### config.mk
export PLATFORM = sky130hd
export DESIGN_NAME = uart_report_top
export DESIGN_NICKNAME = d
export VERILOG_FILES = /design/src/hdl/uart_report_pkg.sv /design/src/hdl/uart_report_top.sv /design/src/hdl/char_shift_reg.sv /design/src/hdl/hex_ascii_encoder.sv /design/src/hdl/char_counter.sv /design/src/hdl/report_fsm.sv
export VERILOG_INCLUDE_DIRS = /design/src /design/src/hdl
export SDC_FILE = /design/constraint.sdc
export NUM_CORES = 1
export LEC_CHECK = 0
export BUFFER_PORTS_ARGS = -buffer_cell sky130_fd_sc_hd__buf_2
export CAP_MARGIN = 20
export CORE_ASPECT_RATIO = 1.25
export CORE_MARGIN = 5
export CORE_UTILIZATION = 60
export CTS_BUF_LIST = sky130_fd_sc_hd__clkbuf_16
export DETAILED_ROUTE_END_ITERATION = 7
export PLACE_DENSITY = 0.81
export SLEW_MARGIN = 20
export SYNTH_ARGS = -nofsm -noshare
export SYNTH_HDL_FRONTEND = slang
export SYNTH_SLANG_ARGS = --single-unit
### constraint.sdc
create_clock -name CLK -period 8.85 [get_ports CLK]
set_input_delay 0.885 -clock CLK [delete_from_list [all_inputs] [get_ports CLK]]
set_output_delay 0.885 -clock CLK [all_outputs]
set_load 0.01 [all_outputs]
### src/hdl/uart_report_params.svh
// Widths, digit counts and character codes shared by the report line RTL; include where needed

`ifndef UART_REPORT_PARAMS_SVH
`define UART_REPORT_PARAMS_SVH

// ----------------------------------------------------------------------
// Data widths
// ----------------------------------------------------------------------
`define CHAR_W          8
`define NIBBLE_W        4
`define SUM_S_W         20
`define SUM_XY_W        28
`define FRAC_W          20

// Centroid is quotient low bits followed by fraction high bits
`define QUOT_KEEP_W     12
`define FRAC_KEEP_W     16

// ----------------------------------------------------------------------
// Field lengths in characters
// ----------------------------------------------------------------------
`define S_DIGITS        5
`define XY_DIGITS       7
`define HOLD_CHARS      7

// ----------------------------------------------------------------------
// Character codes
// ----------------------------------------------------------------------
`define CHAR_LF         8'h0A
`define CHAR_IDLE       8'hFF
`define CHAR_ZERO       8'h30
`define CHAR_UPPER_A    8'h41

`endif
### src/hdl/uart_report_pkg.sv
// Types shared by the report line RTL: input snapshot struct, field and FSM state enumerations

`include "uart_report_params.svh"

package uart_report_pkg;

    // ----------------------------------------------------------------------
    // Accumulator results presented at the trigger
    // ----------------------------------------------------------------------
    typedef struct packed {
        logic [`SUM_S_W-1:0]    sum_s;
        logic [`SUM_XY_W-1:0]   sum_sx;
        logic [`SUM_XY_W-1:0]   sum_sy;
        // Divider outputs for the centroids
        logic [`SUM_XY_W-1:0]   quot_sx;
        logic [`SUM_XY_W-1:0]   quot_sy;
        logic [`FRAC_W-1:0]     frac_sx;
        logic [`FRAC_W-1:0]     frac_sy;
    } report_inputs_t;

    // ----------------------------------------------------------------------
    // Parts of one output line
    // ----------------------------------------------------------------------
    typedef enum logic [2:0] {
        FIELD_S   = 3'd0,
        FIELD_SX  = 3'd1,
        FIELD_SY  = 3'd2,
        FIELD_QSX = 3'd3,
        FIELD_QSY = 3'd4,
        FIELD_LF  = 3'd5
    } field_e;

    // Sequencer states
    typedef enum logic [2:0] {
        IDLE    = 3'd0,
        LOAD    = 3'd1,
        SEND    = 3'd2,
        WAIT_TX = 3'd3,
        NEXT    = 3'd4
    } fsm_state_e;

endpackage

### src/hdl/uart_report_top.sv
// Top level of the hex report line generator: input snapshot, encoders, sequencer and shifter

`timescale 1ns/1ps

`include "uart_report_params.svh"

module uart_report_top (
    input  logic                            CLK,
    input  logic                            RST_N,
    input  logic                            trig,
    input  logic                            out_sel,
    input  uart_report_pkg::report_inputs_t values,
    input  logic                            tx_busy,
    output logic                            busy,
    output logic                            de,
    output logic [`CHAR_W-1:0]              data
);

    import uart_report_pkg::*;

    report_inputs_t                 snap;
    logic                           mode_q;
    logic                           start;
    logic                           load;
    logic                           shift;
    logic                           last;
    field_e                         field;
    logic [`SUM_XY_W-1:0]           cent_sx;
    logic [`SUM_XY_W-1:0]           cent_sy;
    logic [`CHAR_W*`S_DIGITS-1:0]   ascii_s;
    logic [`CHAR_W*`XY_DIGITS-1:0]  ascii_sx;
    logic [`CHAR_W*`XY_DIGITS-1:0]  ascii_sy;
    logic [`CHAR_W*`XY_DIGITS-1:0]  ascii_qsx;
    logic [`CHAR_W*`XY_DIGITS-1:0]  ascii_qsy;

    // ----------------------------------------------------------------------
    // Snapshot on the start pulse
    // ----------------------------------------------------------------------
    always_ff @(posedge CLK) begin
        if (start) begin
            snap <= values;
        end
    end

    always_ff @(posedge CLK or negedge RST_N) begin
        if (!RST_N) begin
            mode_q <= 1'b0;
        end else if (start) begin
            mode_q <= out_sel;
        end
    end

    // Centroid in fixed point, integer part then fraction
    assign cent_sx = {snap.quot_sx[`QUOT_KEEP_W-1:0], snap.frac_sx[`FRAC_W-1 -: `FRAC_KEEP_W]};
    assign cent_sy = {snap.quot_sy[`QUOT_KEEP_W-1:0], snap.frac_sy[`FRAC_W-1 -: `FRAC_KEEP_W]};

    // ----------------------------------------------------------------------
    // Encoders
    // ----------------------------------------------------------------------
    hex_ascii_encoder #(.DIGITS(`S_DIGITS)) u_enc_s (
        .CLK   (CLK),
        .RST_N (RST_N),
        .value (snap.sum_s),
        .ascii (ascii_s)
    );

    hex_ascii_encoder #(.DIGITS(`XY_DIGITS)) u_enc_sx (
        .CLK   (CLK),
        .RST_N (RST_N),
        .value (snap.sum_sx),
        .ascii (ascii_sx)
    );

    hex_ascii_encoder #(.DIGITS(`XY_DIGITS)) u_enc_sy (
        .CLK   (CLK),
        .RST_N (RST_N),
        .value (snap.sum_sy),
        .ascii (ascii_sy)
    );

    hex_ascii_encoder #(.DIGITS(`XY_DIGITS)) u_enc_qsx (
        .CLK   (CLK),
        .RST_N (RST_N),
        .value (cent_sx),
        .ascii (ascii_qsx)
    );

    hex_ascii_encoder #(.DIGITS(`XY_DIGITS)) u_enc_qsy (
        .CLK   (CLK),
        .RST_N (RST_N),
        .value (cent_sy),
        .ascii (ascii_qsy)
    );

    // ----------------------------------------------------------------------
    // Sequencer, counter and output shifter
    // ----------------------------------------------------------------------
    report_fsm u_fsm (
        .CLK     (CLK),
        .RST_N   (RST_N),
        .trig    (trig),
        .mode    (mode_q),
        .tx_busy (tx_busy),
        .last    (last),
        .start   (start),
        .field   (field),
        .load    (load),
        .shift   (shift),
        .busy    (busy),
        .de      (de)
    );

    char_counter u_cnt (
        .CLK   (CLK),
        .RST_N (RST_N),
        .load  (load),
        .field (field),
        .shift (shift),
        .last  (last)
    );

    char_shift_reg u_shift (
        .CLK       (CLK),
        .RST_N     (RST_N),
        .load      (load),
        .field     (field),
        .shift     (shift),
        .ascii_s   (ascii_s),
        .ascii_sx  (ascii_sx),
        .ascii_sy  (ascii_sy),
        .ascii_qsx (ascii_qsx),
        .ascii_qsy (ascii_qsy),
        .data      (data)
    );

endmodule

### src/hdl/char_shift_reg.sv
// Holds the characters of the current field and presents them one at a time on data

`timescale 1ns/1ps

`include "uart_report_params.svh"

module char_shift_reg (
    input  logic                              CLK,
    input  logic                              RST_N,
    input  logic                              load,
    input  uart_report_pkg::field_e           field,
    input  logic                              shift,
    input  logic [`CHAR_W*`S_DIGITS-1:0]      ascii_s,
    input  logic [`CHAR_W*`XY_DIGITS-1:0]     ascii_sx,
    input  logic [`CHAR_W*`XY_DIGITS-1:0]     ascii_sy,
    input  logic [`CHAR_W*`XY_DIGITS-1:0]     ascii_qsx,
    input  logic [`CHAR_W*`XY_DIGITS-1:0]     ascii_qsy,
    output logic [`CHAR_W-1:0]                data
);

    import uart_report_pkg::*;

    localparam int HOLD_W = `CHAR_W * `HOLD_CHARS;

    // Top byte is the character on data, idle code fills from the bottom
    logic [HOLD_W-1:0] hold;

    always_ff @(posedge CLK or negedge RST_N) begin
        if (!RST_N) begin
            hold <= {`HOLD_CHARS{`CHAR_IDLE}};
        end else if (load) begin
            case (field)
                FIELD_S:   hold <= {ascii_s, {(`HOLD_CHARS - `S_DIGITS){`CHAR_IDLE}}};
                FIELD_SX:  hold <= ascii_sx;
                FIELD_SY:  hold <= ascii_sy;
                FIELD_QSX: hold <= ascii_qsx;
                FIELD_QSY: hold <= ascii_qsy;
                default:   hold <= {`CHAR_LF, {(`HOLD_CHARS - 1){`CHAR_IDLE}}};
            endcase
        end else if (shift) begin
            hold <= {hold[HOLD_W-`CHAR_W-1:0], `CHAR_IDLE};
        end
    end

    assign data = hold[HOLD_W-1 -: `CHAR_W];

endmodule

### src/hdl/hex_ascii_encoder.sv
// Registered binary to uppercase ASCII hex converter, most significant digit in the top byte

`timescale 1ns/1ps

`include "uart_report_params.svh"

module hex_ascii_encoder #(
    parameter int DIGITS = 7
) (
    input  logic                         CLK,
    input  logic                         RST_N,
    input  logic [`NIBBLE_W*DIGITS-1:0]  value,
    output logic [`CHAR_W*DIGITS-1:0]    ascii
);

    logic [`CHAR_W*DIGITS-1:0] ascii_nxt;

    function automatic logic [`CHAR_W-1:0] to_ascii(input logic [`NIBBLE_W-1:0] nib);
        logic [`CHAR_W-1:0] code;
        if (nib < 4'd10) begin
            code = `CHAR_ZERO + {4'h0, nib};
        end else begin
            code = `CHAR_UPPER_A + {4'h0, nib - 4'd10};
        end
        return code;
    endfunction

    // Digit i lands in byte i, so the top nibble is sent first
    always_comb begin
        for (int i = 0; i < DIGITS; i++) begin
            ascii_nxt[i*`CHAR_W +: `CHAR_W] = to_ascii(value[i*`NIBBLE_W +: `NIBBLE_W]);
        end
    end

    always_ff @(posedge CLK or negedge RST_N) begin
        if (!RST_N) begin
            ascii <= '0;
        end else begin
            ascii <= ascii_nxt;
        end
    end

endmodule

### src/hdl/char_counter.sv
// Counts the characters still to be sent in the current field and flags the final one

`timescale 1ns/1ps

`include "uart_report_params.svh"

module char_counter (
    input  logic                    CLK,
    input  logic                    RST_N,
    input  logic                    load,
    input  uart_report_pkg::field_e field,
    input  logic                    shift,
    output logic                    last
);

    import uart_report_pkg::*;

    localparam int CNT_W = $clog2(`HOLD_CHARS);

    // Characters left after the one on data
    logic [CNT_W-1:0] remain;

    always_ff @(posedge CLK or negedge RST_N) begin
        if (!RST_N) begin
            remain <= '0;
        end else if (load) begin
            case (field)
                FIELD_S:  remain <= CNT_W'(`S_DIGITS - 1);
                FIELD_LF: remain <= '0;
                default:  remain <= CNT_W'(`XY_DIGITS - 1);
            endcase
        end else if (shift && remain != '0) begin
            remain <= remain - 1'b1;
        end
    end

    assign last = (remain == '0);

endmodule

### src/hdl/report_fsm.sv
// Report sequencer: starts on a trigger edge, steps through the fields and runs the byte handshake

`timescale 1ns/1ps

module report_fsm (
    input  logic                    CLK,
    input  logic                    RST_N,
    input  logic                    trig,
    input  logic                    mode,
    input  logic                    tx_busy,
    input  logic                    last,
    output logic                    start,
    output uart_report_pkg::field_e field,
    output logic                    load,
    output logic                    shift,
    output logic                    busy,
    output logic                    de
);

    import uart_report_pkg::*;

    fsm_state_e state;
    fsm_state_e state_nxt;
    field_e     field_q;
    field_e     field_nxt;
    logic       trig_q;

    // Field order depends on the mode captured with the data
    function automatic field_e following(input field_e cur, input logic sel);
        field_e nxt;
        case (cur)
            FIELD_S:   nxt = sel ? FIELD_QSX : FIELD_SX;
            FIELD_SX:  nxt = FIELD_SY;
            FIELD_QSX: nxt = FIELD_QSY;
            default:   nxt = FIELD_LF;
        endcase
        return nxt;
    endfunction

    // ----------------------------------------------------------------------
    // Trigger edge, accepted only while idle
    // ----------------------------------------------------------------------
    always_ff @(posedge CLK or negedge RST_N) begin
        if (!RST_N) begin
            trig_q <= 1'b0;
        end else begin
            trig_q <= trig;
        end
    end

    assign start = trig & ~trig_q & (state == IDLE);

    // ----------------------------------------------------------------------
    // State and field registers
    // ----------------------------------------------------------------------
    always_ff @(posedge CLK or negedge RST_N) begin
        if (!RST_N) begin
            state   <= IDLE;
            field_q <= FIELD_S;
        end else begin
            state   <= state_nxt;
            field_q <= field_nxt;
        end
    end

    always_comb begin
        state_nxt = state;
        field_nxt = field_q;
        load      = 1'b0;
        shift     = 1'b0;
        case (state)
            IDLE: begin
                if (start) begin
                    state_nxt = NEXT;
                    field_nxt = FIELD_S;
                end
            end
            // Snapshot passes through the encoders here
            NEXT: begin
                state_nxt = LOAD;
            end
            LOAD: begin
                load      = 1'b1;
                state_nxt = SEND;
            end
            SEND: begin
                if (tx_busy) begin
                    state_nxt = WAIT_TX;
                end
            end
            WAIT_TX: begin
                if (!tx_busy) begin
                    if (!last) begin
                        shift     = 1'b1;
                        state_nxt = SEND;
                    end else if (field_q == FIELD_LF) begin
                        // Shifting past the LF puts the idle code back on data
                        shift     = 1'b1;
                        state_nxt = IDLE;
                    end else begin
                        // Next field loads now so its first byte goes out next cycle
                        field_nxt = following(field_q, mode);
                        load      = 1'b1;
                        state_nxt = SEND;
                    end
                end
            end
            default: begin
                state_nxt = IDLE;
            end
        endcase
    end

    assign field = field_nxt;
    assign busy  = (state != IDLE);
    assign de    = (state == SEND);

endmodule

After elaboration in Yosys (flattened, before gate mapping)
Index checks and enable logic that the tools add are counted.

cells by class
  add/subtract/negate cells = 100
  $lt $le $gt $ge = 33
  eq/ne operators = 15
  muxes and demuxes = 60
  bitwise operators = 3
  reduce and logical (&&, ||, !) cells = 10

operators with widths
  operator                                           count
  one-hot mux 56 bit (5 select lines)                1
  adder 7 x 4 -> 8 bit (first input constant)        33
  two-way mux 8 bit                                  33
  adder 6 x 4 -> 7 bit (first input constant)        33
  < comparator 4 bit (second input constant)         33
  subtractor 4 bit (second input constant)           33
  two-way mux 56 bit                                 2
  two-way mux 3 bit                                  10
  == test 3 x 2 -> 1 bit (second input constant)     5
  one-hot mux 3 bit (5 select lines)                 1
  == test 3 bit (second input constant)              4
  zero test 3 bit                                    4
  one-hot mux 3 bit (2 select lines)                 2
  == test 3 x 1 -> 1 bit (second input constant)     3
  one-hot mux 3 bit (3 select lines)                 1
  two-way mux 1 bit                                  7
  != test 2 bit (second input constant)              3
  nonzero test 3 bit                                 2
  two-way mux 2 bit                                  2
  nonzero test 2 bit                                 2
  AND reduction 3 bit                                1
  subtractor 3 x 1 -> 3 bit (second input constant)  1
  bitwise AND 1 bit                                  2
  one-hot mux 1 bit (2 select lines)                 1
  2 further kinds                                    2

word-level totals
  bits in registers = 471
  bits of input ports = 177
  logic and storage cells = 239

Depth between registers and ports, before layout
Gate-level depths: netlist (run 1).

  depth in word-level cells = 9
  mapped depth = 10

Cells and area by module
From an unflattened synthesis (run 1), not the netlist that was laid out.

unflattened totals
  cells, all modules = 1,610
  area, all modules = 19,178.4 µm²

modules (own cells, without submodules)
  module                              times used  cells an instance  area an instance (µm²)
  hex_ascii_encoder at u_enc_qsx ...  4           183                2,089.5
  char_shift_reg                      1           560                4,725.8
  uart_report_top                     1           134                4,003.8
  hex_ascii_encoder at u_enc_s        1           131                1,519.0
  report_fsm                          1           34                 367.9
  char_counter                        1           19                 203.9

Worst setup path after synthesis (run 1)
No wires, ideal clock.

  path kind = register -> register
  start point = reg u_fsm.state[1]
  end point = reg u_shift.hold[10]
  arrival = 4.667 ns
  data required time = 8.772 ns
  setup slack = 4.105 ns
  stages on the path, launching flop included = 9
  path buffers = 1
  period minus slack after synthesis = 4.745 ns
  cell sequence = dfrtp_1 buf_6 nor4_4 nand2_4 inv_1 nor2_1 o22ai_2 a221oi_1 o22ai_1

on the way
  cells in the longest elaborated chain, start to end = 7

RTL lines
  item                                         RTL line               RTL
  start, declared                              report_fsm.sv:22       fsm_state_e state;
  start signal, assigned                       report_fsm.sv:61       state <= state_nxt;
  zero test 3 bit *                            report_fsm.sv:51       assign start = trig & ~trig_q & (state == IDLE);
  bitwise AND 1 bit *                          report_fsm.sv:51
  via start                                    uart_report_top.sv:23  logic start;
  two-way mux 3 bit *                          report_fsm.sv:73       if (start) begin
  one-hot mux 3 bit (2 select lines) *         report_fsm.sv:71       case (state)
  == test 3 bit, or another cell as far along  char_shift_reg.sv:32   case (field)
  one-hot mux 56 bit (5 select lines) *        char_shift_reg.sv:32
  two-way mux 56 bit *                         char_shift_reg.sv:31   end else if (load) begin
  end signal, assigned                         char_shift_reg.sv:30   hold <= {`HOLD_CHARS{`CHAR_IDLE}};
  end signal, assigned                         char_shift_reg.sv:33   FIELD_S: hold <= {ascii_s, {(`HOLD_CHARS - `S_DIGITS){`CHAR_IDLE}}};
  end signal, assigned                         char_shift_reg.sv:34   FIELD_SX: hold <= ascii_sx;
  end, declared                                char_shift_reg.sv:26   logic [HOLD_W-1:0] hold;

The timed path passes the listed nets; every way through them passes the cells marked *.
A chain may end at the register's enable or synchronous reset.

Worst setup path in the final report (run 1)
  start point = reg u_fsm.state[1]
  end point = reg u_shift.hold[10]

on the way
  cells in the longest elaborated chain, start to end = 7

RTL lines
  item                                         RTL line
  zero test 3 bit                              report_fsm.sv:51, report_fsm.sv:71
  bitwise AND 1 bit                            report_fsm.sv:51
  two-way mux 3 bit                            report_fsm.sv:73
  one-hot mux 3 bit (2 select lines)           report_fsm.sv:71
  == test 3 bit, or another cell as far along  char_shift_reg.sv:32
  one-hot mux 56 bit (5 select lines)          char_shift_reg.sv:32
  two-way mux 56 bit                           char_shift_reg.sv:31

Several ways; a longest one is shown, not always the timed one.

==> results of run 1 <==
power groups by stage:
stage	Combinational, mW	Clock [mW]	Sequential [mW]
2_1_floorplan	0.739	0	2.31
3_3_place_gp	0.944	0	2.36
3_5_place_dp	0.971	0	2.37
4_1_cts	0.978	1.77	2.33
5_1_grt	1.08	1.85	2.34
6_report	0.991	1.74	2.34
per-layer routing:
metal / track usage (%) / vias up
li1: - / 5692
met1: 29.2 / 5979
met2: 41.0 / 463
met3: 4.23 / 117
met4: 11.5 / 0
met5: 0 / -
kinds of logic (layout without fill, tap and decap cells):
logic type	Yosys count	count (layout)	synth area share, %
AOI/OAI and AO/OA	407	407	14.5
buffers and inverters	208	382	4.78
DFF	430	430	61.9
xor gates and xnor gates	68	68	3.21
and+or+nand+nor	275	275	7.51
muxes	60	60	3.51
adders and majority gates	68	68	4.59
cell type report:
cell class	count	area share [%]
inverter	145	2.62
clock inverter	31	0.806
clock buffer	48	5.73
multi-input combinational	878	29.6
timing repair buffer	158	3.97
sequential	430	54.8
tap	407	2.43
sequential cells by signal (all words and copies together) (netlist names), 3 cells and up:
name,cells
snap,76
u_shift.hold,56
u_enc_qsx.ascii,49
u_enc_qsy.ascii,49
u_enc_sx.ascii,49
u_enc_sy.ascii,49
u_enc_s.ascii,35
cent_sx,28
cent_sy,28
u_cnt.remain,3
u_fsm.field_q,3
u_fsm.state,3
worst reg2reg max path, stage by stage, from the launching register on:
cell and delay (ns):
dfrtp_1 0.59, nand4bb_1 0.50, o21ai_2 0.42, nand3_2 0.76, inv_1 0.21, buf_4 0.41
nor2_1 0.23, a22oi_1 0.30, o22ai_1 0.13
Yosys cell counts (5+ instances only):
master | n | share of area [%]
a211oi_1 | 8 | 0.32
a21oi_1 | 69 | 1.9
a221oi_1 | 15 | 0.71
a22o_1 | 11 | 0.52
a22oi_1 | 6 | 0.24
a31oi_1 | 15 | 0.51
a32o_1 | 5 | 0.27
and2_1 | 33 | 1.1
buf_2 | 13 | 0.35
buf_4 | 16 | 0.65
clkbuf_1 | 26 | 0.53
dfrtp_1 | 242 | 33
dfstp_2 | 56 | 7.9
edfxtp_1 | 132 | 21
ha_1 | 68 | 4.6
inv_1 | 142 | 2.9
mux2_2 | 40 | 2.4
mux2i_1 | 20 | 1.1
nand2_1 | 111 | 2.2
nand3_1 | 12 | 0.32
nand3b_1 | 20 | 0.81
nor2_1 | 40 | 0.81
nor3_1 | 19 | 0.51
o21a_1 | 24 | 0.97
o21ai_0 | 93 | 2.5
o21ai_1 | 21 | 0.57
o221a_2 | 11 | 0.67
o22ai_1 | 81 | 2.7
o2bb2ai_1 | 15 | 0.71
o311ai_0 | 8 | 0.38
or2_2 | 7 | 0.24
or3_1 | 12 | 0.40
xnor2_1 | 48 | 2.3
xor2_1 | 20 | 0.94
worst min path at each step:
| stage | startpoint | to | slack, ns |
|---|---|---|---|
| 6_report | RST_N | u_enc_sy.ascii[3] | 0.37 |
| 5_1_grt | RST_N | u_enc_sy.ascii[3] | 0.44 |
| 4_1_cts | RST_N | u_enc_sy.ascii[3] | 0.40 |
| 3_5_place_dp | snap[143] | u_enc_sx.ascii[35] | 0.46 |
| 3_3_place_gp | cent_sy[7] | u_enc_qsy.ascii[11] | 0.46 |
| 2_1_floorplan | cent_sy[7] | u_enc_qsy.ascii[11] | 0.45 |
per-stage QoR:
step                      instance area (sq um)  setup WS, ns
after global placement                    19600          4.98
after CTS                                 20900          5.39
after detailed placement                  19600          4.90
after global routing                      21000          4.99
after floorplan                           18600          4.11
final                                     21000          5.22
==> results.py, run 1 <==
metrics = {
    "critical_path": {
        "cp-startpoint": "u_fsm.state[1]",
        "worstSetupEndpoint": "u_shift.hold[10]",
        "slowest_delay_ns": 0.76,
        "rr_worst_depth": 8,
        "critPathLaunchType": "flop",
        "crit_fanout": 35,
        "r2r-end": "u_shift.hold[10]",
        "end_kind": "flop",
        "rrSetupSlack_ns": 5.22,
        "crit_type": "flop to flop",
        "path_depth": 8,
        "crit_family": "simple AND/OR/NAND/NOR gates",
        "critical_path_required_ns": 9.31,
        "crit_arrival_ns": 4.09,
        "r2r-start": "u_fsm.state[1]",
        "slowest_stage": "nand3_2",
        "path_cells": "nand4bb_1 > o21ai_2 > nand3_2 > inv_1 > buf_4 > nor2_1 > a22oi_1 > o22ai_1",
        "path_buf_inv": 2,
    },
    "drt": {
        "wl_met2_mm": 20.7,
        "wl_met1_mm": 15.7,
        "drc": 0,
        "vias_per_cell": 5.84,
        "wl_per_cell_microns": 19.5,
        "ant_nets": 0,
        "wl_met3_mm": 2.59,
        "firstDrtPassIters": 5,
        "routed_wl_mm": 40.9,
        "highest_layer": "met4",
        "vias": 12300,
        "drtIter0Drc": 996,
    },
    "timing": {
        "finalCritPeriodShare_pct": 41.0,
        "tightest_slew_ns": 0.986,
        "rsz0062_at_grt": "false",
        "slew_headroom_pct": 33.6,
        "whs_ns": 0.370,
        "post-route-min-period_ns": 3.63,
        "setup_tns_ns": 0,
        "setup_viol_count_final": 0,
        "hold_viol_final": 0,
        "skew_ns": 0.0171,
        "report.final.slew_viol_count": 0,
        "fmax_mhz": 276,
    },
    "global_route": {
        "antenna_found_initial": 0,
        "grt_pass1_wl_mm": 65.0,
        "first_global_vias": 12500,
        "grt_max_degree": 115,
        "grt_overflow": 0,
        "track_usage_pct": 23.7,
    },
    "clock_tree": {
        "cts_resized": 0,
        "cts_made_buffers": 43,
        "cts.path.max_buffers": 3,
        "cts.clk_slew.worst_paths_ns": 0.06,
        "insertion_delay_ns": 0.55,
        "postCtsSetupBuffers": 0,
        "cts_root_buf": "clkbuf_16",
        "postCtsHoldBufs": 0,
        "cts_tree": "yes",
        "cts.sinks": 430,
        "htree_levels": 2,
    },
    "floorplanning": {
        "fp.dieW_microns": 167,
        "rows": 72,
        "initial_core_util_pct": 60.4,
        "die-area_sq_um": 34600,
        "core_sq_um": 30700,
        "ioPinCount": 187,
        "die_h_microns": 207,
    },
    "power": {
        "power_frac_seq_pct": 46.1,
        "internal_power_mw": 3.57,
        "power_mw": 5.07,
        "vdd_drop_max_uv": 173,
        "pwr-share-clk_pct": 34.3,
        "p_per_area_nw_per_um2": 242,
        "p_sw_mw": 1.50,
        "switching_share_pct": 29.5,
        "p_leak_nw": 8.90,
        "pwr-share-comb_pct": 19.5,
    },
    "final_layout": {
        "mostFrequentLayoutCells": "242 x dfrtp_1, 155 x inv_1, 145 x buf_2",
        "multiInputGateArea_sq_um": 6200,
        "fin_util_pct": 68.2,
        "instances_no_fill": 2097,
        "fill_cells": 2165,
        "area_delta_synth_final_pct": 12.9,
        "nets": 1901,
        "n_antenna_cell": 0,
        "final_common_cell": "dfrtp_1",
        "drive_gt1_share_pct": 21.1,
        "regArea_sq_um": 11500,
    },
    "placement": {
        "dp.cells": 2018,
        "place.gp.congestion": 0.883,
        "io_buffers": 146,
        "dp_hpwl_mm": 28.1,
    },
    "run": {
        "drv_cap": 0,
    },
    "outcome": {
        "status": "complete, no violations",
    },
    "logic_synthesis": {
        "ys_ff_latch": 430,
        "async_reset_ff_share_pct": 69.3,
        "syn-num-nets": 1761,
        "synth_area_per_cell_sq_um": 12.2,
        "ys_types": 72,
        "syn_area_sq_um": 18600,
        "yosys_warnings": 0,
        "postSynthCellCount": 1516,
        "synth-edff-count": 132,
        "synth_ff_type": "dfrtp_1",
        "ys_seq_area_share_pct": 61.9,
    },
    "min_path": {
        "hp-class": "input pin to asynchronous set/reset pin",
    },
}
Note: power is estimated with default switching activity, not from simulation.
==> inputs of run 2 (changes only) <==
- CORE_UTILIZATION: 60 -> 53
- PLACE_DENSITY: 0.81 -> 0.76
- clock period: 8.85 -> 3.05 ns (I/O delays scaled with it)
==> results.py, run 2 (synthesis gave the netlist of run 1 again) <==
metrics = {
    "run": {
        "drv_cap": 0,
    },
    "critical_path": {
        "crit_type": "flop to flop",
        "rrSetupSlack_ns": 0.28,
        "rr_worst_depth": 7,
        "worstSetupEndpoint": "u_shift.hold[38]",
        "crit_arrival_ns": 3.24,
        "cp-startpoint": "u_fsm.field_q[1]",
        "end_kind": "flop",
        "crit_fanout": 33,
        "critPathLaunchType": "flop",
        "r2r-end": "u_shift.hold[38]",
        "critical_path_required_ns": 3.52,
        "r2r-start": "u_fsm.field_q[1]",
    },
    "drt": {
        "firstDrtPassIters": 5,
        "vias": 12900,
        "vias_per_cell": 5.56,
        "drtIter0Drc": 865,
        "wl_per_cell_microns": 19.1,
        "drc": 0,
        "ant_nets": 0,
        "routed_wl_mm": 44.3,
    },
    "timing": {
        "finalCritPeriodShare_pct": 90.9,
        "report.final.slew_viol_count": 0,
        "whs_ns": 0.127,
        "hold_viol_final": 0,
        "slew_headroom_pct": 49.2,
        "rsz0062_at_grt": "false",
        "tightest_slew_ns": 0.762,
        "skew_ns": 0.0260,
        "fmax_mhz": 361,
        "setup_viol_count_final": 0,
        "post-route-min-period_ns": 2.77,
        "final.setup.worst_slack_ns": 0.278,
    },
    "power": {
        "vdd_drop_max_uv": 486,
        "switching_share_pct": 29.5,
        "power_frac_seq_pct": 45.1,
        "p_leak_nw": 9.63,
        "p_per_area_nw_per_um2": 665,
        "internal_power_mw": 10.6,
        "pwr-share-comb_pct": 21.4,
        "pwr-share-clk_pct": 33.5,
        "power_mw": 15.1,
        "p_sw_mw": 4.46,
    },
    "clock_tree": {
        "cts_tree": "yes",
        "cts_root_buf": "clkbuf_16",
        "htree_levels": 2,
        "cts.path.max_buffers": 3,
        "insertion_delay_ns": 0.55,
        "postCtsSetupBuffers": 0,
        "cts.sinks": 430,
        "cts.clk_slew.worst_paths_ns": 0.07,
        "cts_made_buffers": 43,
        "cts_resized": 0,
    },
    "global_route": {
        "grt_overflow": 0,
        "grt_max_degree": 94,
        "use_met1_pct": 27.5,
        "first_global_vias": 13700,
        "antenna_found_initial": 1,
        "globalRouteMet3Util_pct": 3.12,
        "grt_pass1_wl_mm": 70.7,
        "met2_usage_pct": 41.2,
        "track_usage_pct": 23.2,
        "grt.busiest_layer": "met2",
    },
    "final_layout": {
        "mostFrequentLayoutCells": "240 x dfrtp_1, 154 x inv_1, 145 x buf_2",
        "instances_no_fill": 2324,
        "top_regs": "snap (76), u_shift.hold (56)",
        "drive_gt1_share_pct": 21.0,
        "largest_reg_flops": 76,
        "nets": 2066,
        "final_common_cell": "dfrtp_1",
        "largest-register": "snap",
        "area_delta_synth_final_pct": 22.2,
    },
    "floorplanning": {
        "ioPinCount": 187,
        "fp.dieW_microns": 177,
        "core_sq_um": 34500,
        "rows": 76,
        "initial_core_util_pct": 53.8,
        "die_h_microns": 219,
        "die-area_sq_um": 38900,
    },
    "min_path": {
        "holdCritStartpoint": "tx_busy",
        "hp-class": "input pin to flop",
    },
    "outcome": {
        "status": "complete, no violations",
    },
    "placement": {
        "dp.cells": 2109,
        "io_buffers": 146,
        "pre_cts_slack_ns": 0.381,
        "place.gp.congestion": 0.902,
        "dp_hpwl_mm": 29.6,
    },
}
## run 2: changes by cell type in the layout (fill, tap and decap cells not counted), sizes merged
cell         before  now
bufinv            1    2
clkinv           11   15
inv             164  160
buf             158  188
diode             0    1
clkbuf           48   46
clkinvlp          0    1
dlygate4sd3       0  135
## run 2: metal layers
metal	up-vias	share of wire, %
met5	-	0
met4	0	5.6
met3	156	4.7
met2	418	51
met1	6313	38
li1	6034	-
## run 2: worst min-delay path by stage
stage,slack [ns],endpoint,depth (start not counted)
after CTS,0.11,u_fsm.state[0],2
final,0.13,u_fsm.state[0],2
after detailed placement,0.35,u_enc_sx.ascii[48],1
after floorplan,0.009,mode_q,0
after global placement,0.35,u_enc_sx.ascii[54],1
after global routing,0.15,u_fsm.state[0],2
## run 2: worst max-delay path: stages, from the launching register on
cell and delay [ns]:
dfrtp_1 0.84, inv_1 0.33, nor3_4 0.32, nor2_4 0.10, inv_2 0.45, a21oi_2 0.27
o21a_1 0.18, a31oi_1 0.18
## run 2: cell type report
class,count,area (sq um)
clock inverter,33,204
inverter,145,548
timing repair buffer,323,2480
sequential,430,11500
clock buffer,46,1150
fill,2460,11800
tap,468,586
multi-input combinational,878,6210
antenna,1,2.50
## run 2: what timing repair did
item	CTS	global route
hold endpoints to repair	199	0
endpoints found under the setup margin	0	0
hold buffers	135	0
## run 2: per-stage QoR
| stage | setup TNS, ns | util [%] | cell area (sq um) |
|---|---|---|---|
| 5_1_grt | 0 | 65.7 | 22700 |
| 2_1_floorplan | -12.32 | - | 18600 |
| 3_3_place_gp | 0 | 57.9 | 20000 |
| 4_1_cts | 0 | 65.7 | 22700 |
| 6_report | 0 | 65.7 | 22700 |
| 3_5_place_dp | 0 | 57.9 | 20000 |
## run 2: power by group through the flow
stage	logic (mW)	clock network, mW	registers, mW
finish	3.22	5.06	6.80
global route	3.47	5.40	6.82
CTS	3.18	5.16	6.78
detailed placement	3.02	0	6.88
global placement	2.93	0	6.87
floorplan	2.17	0	6.70
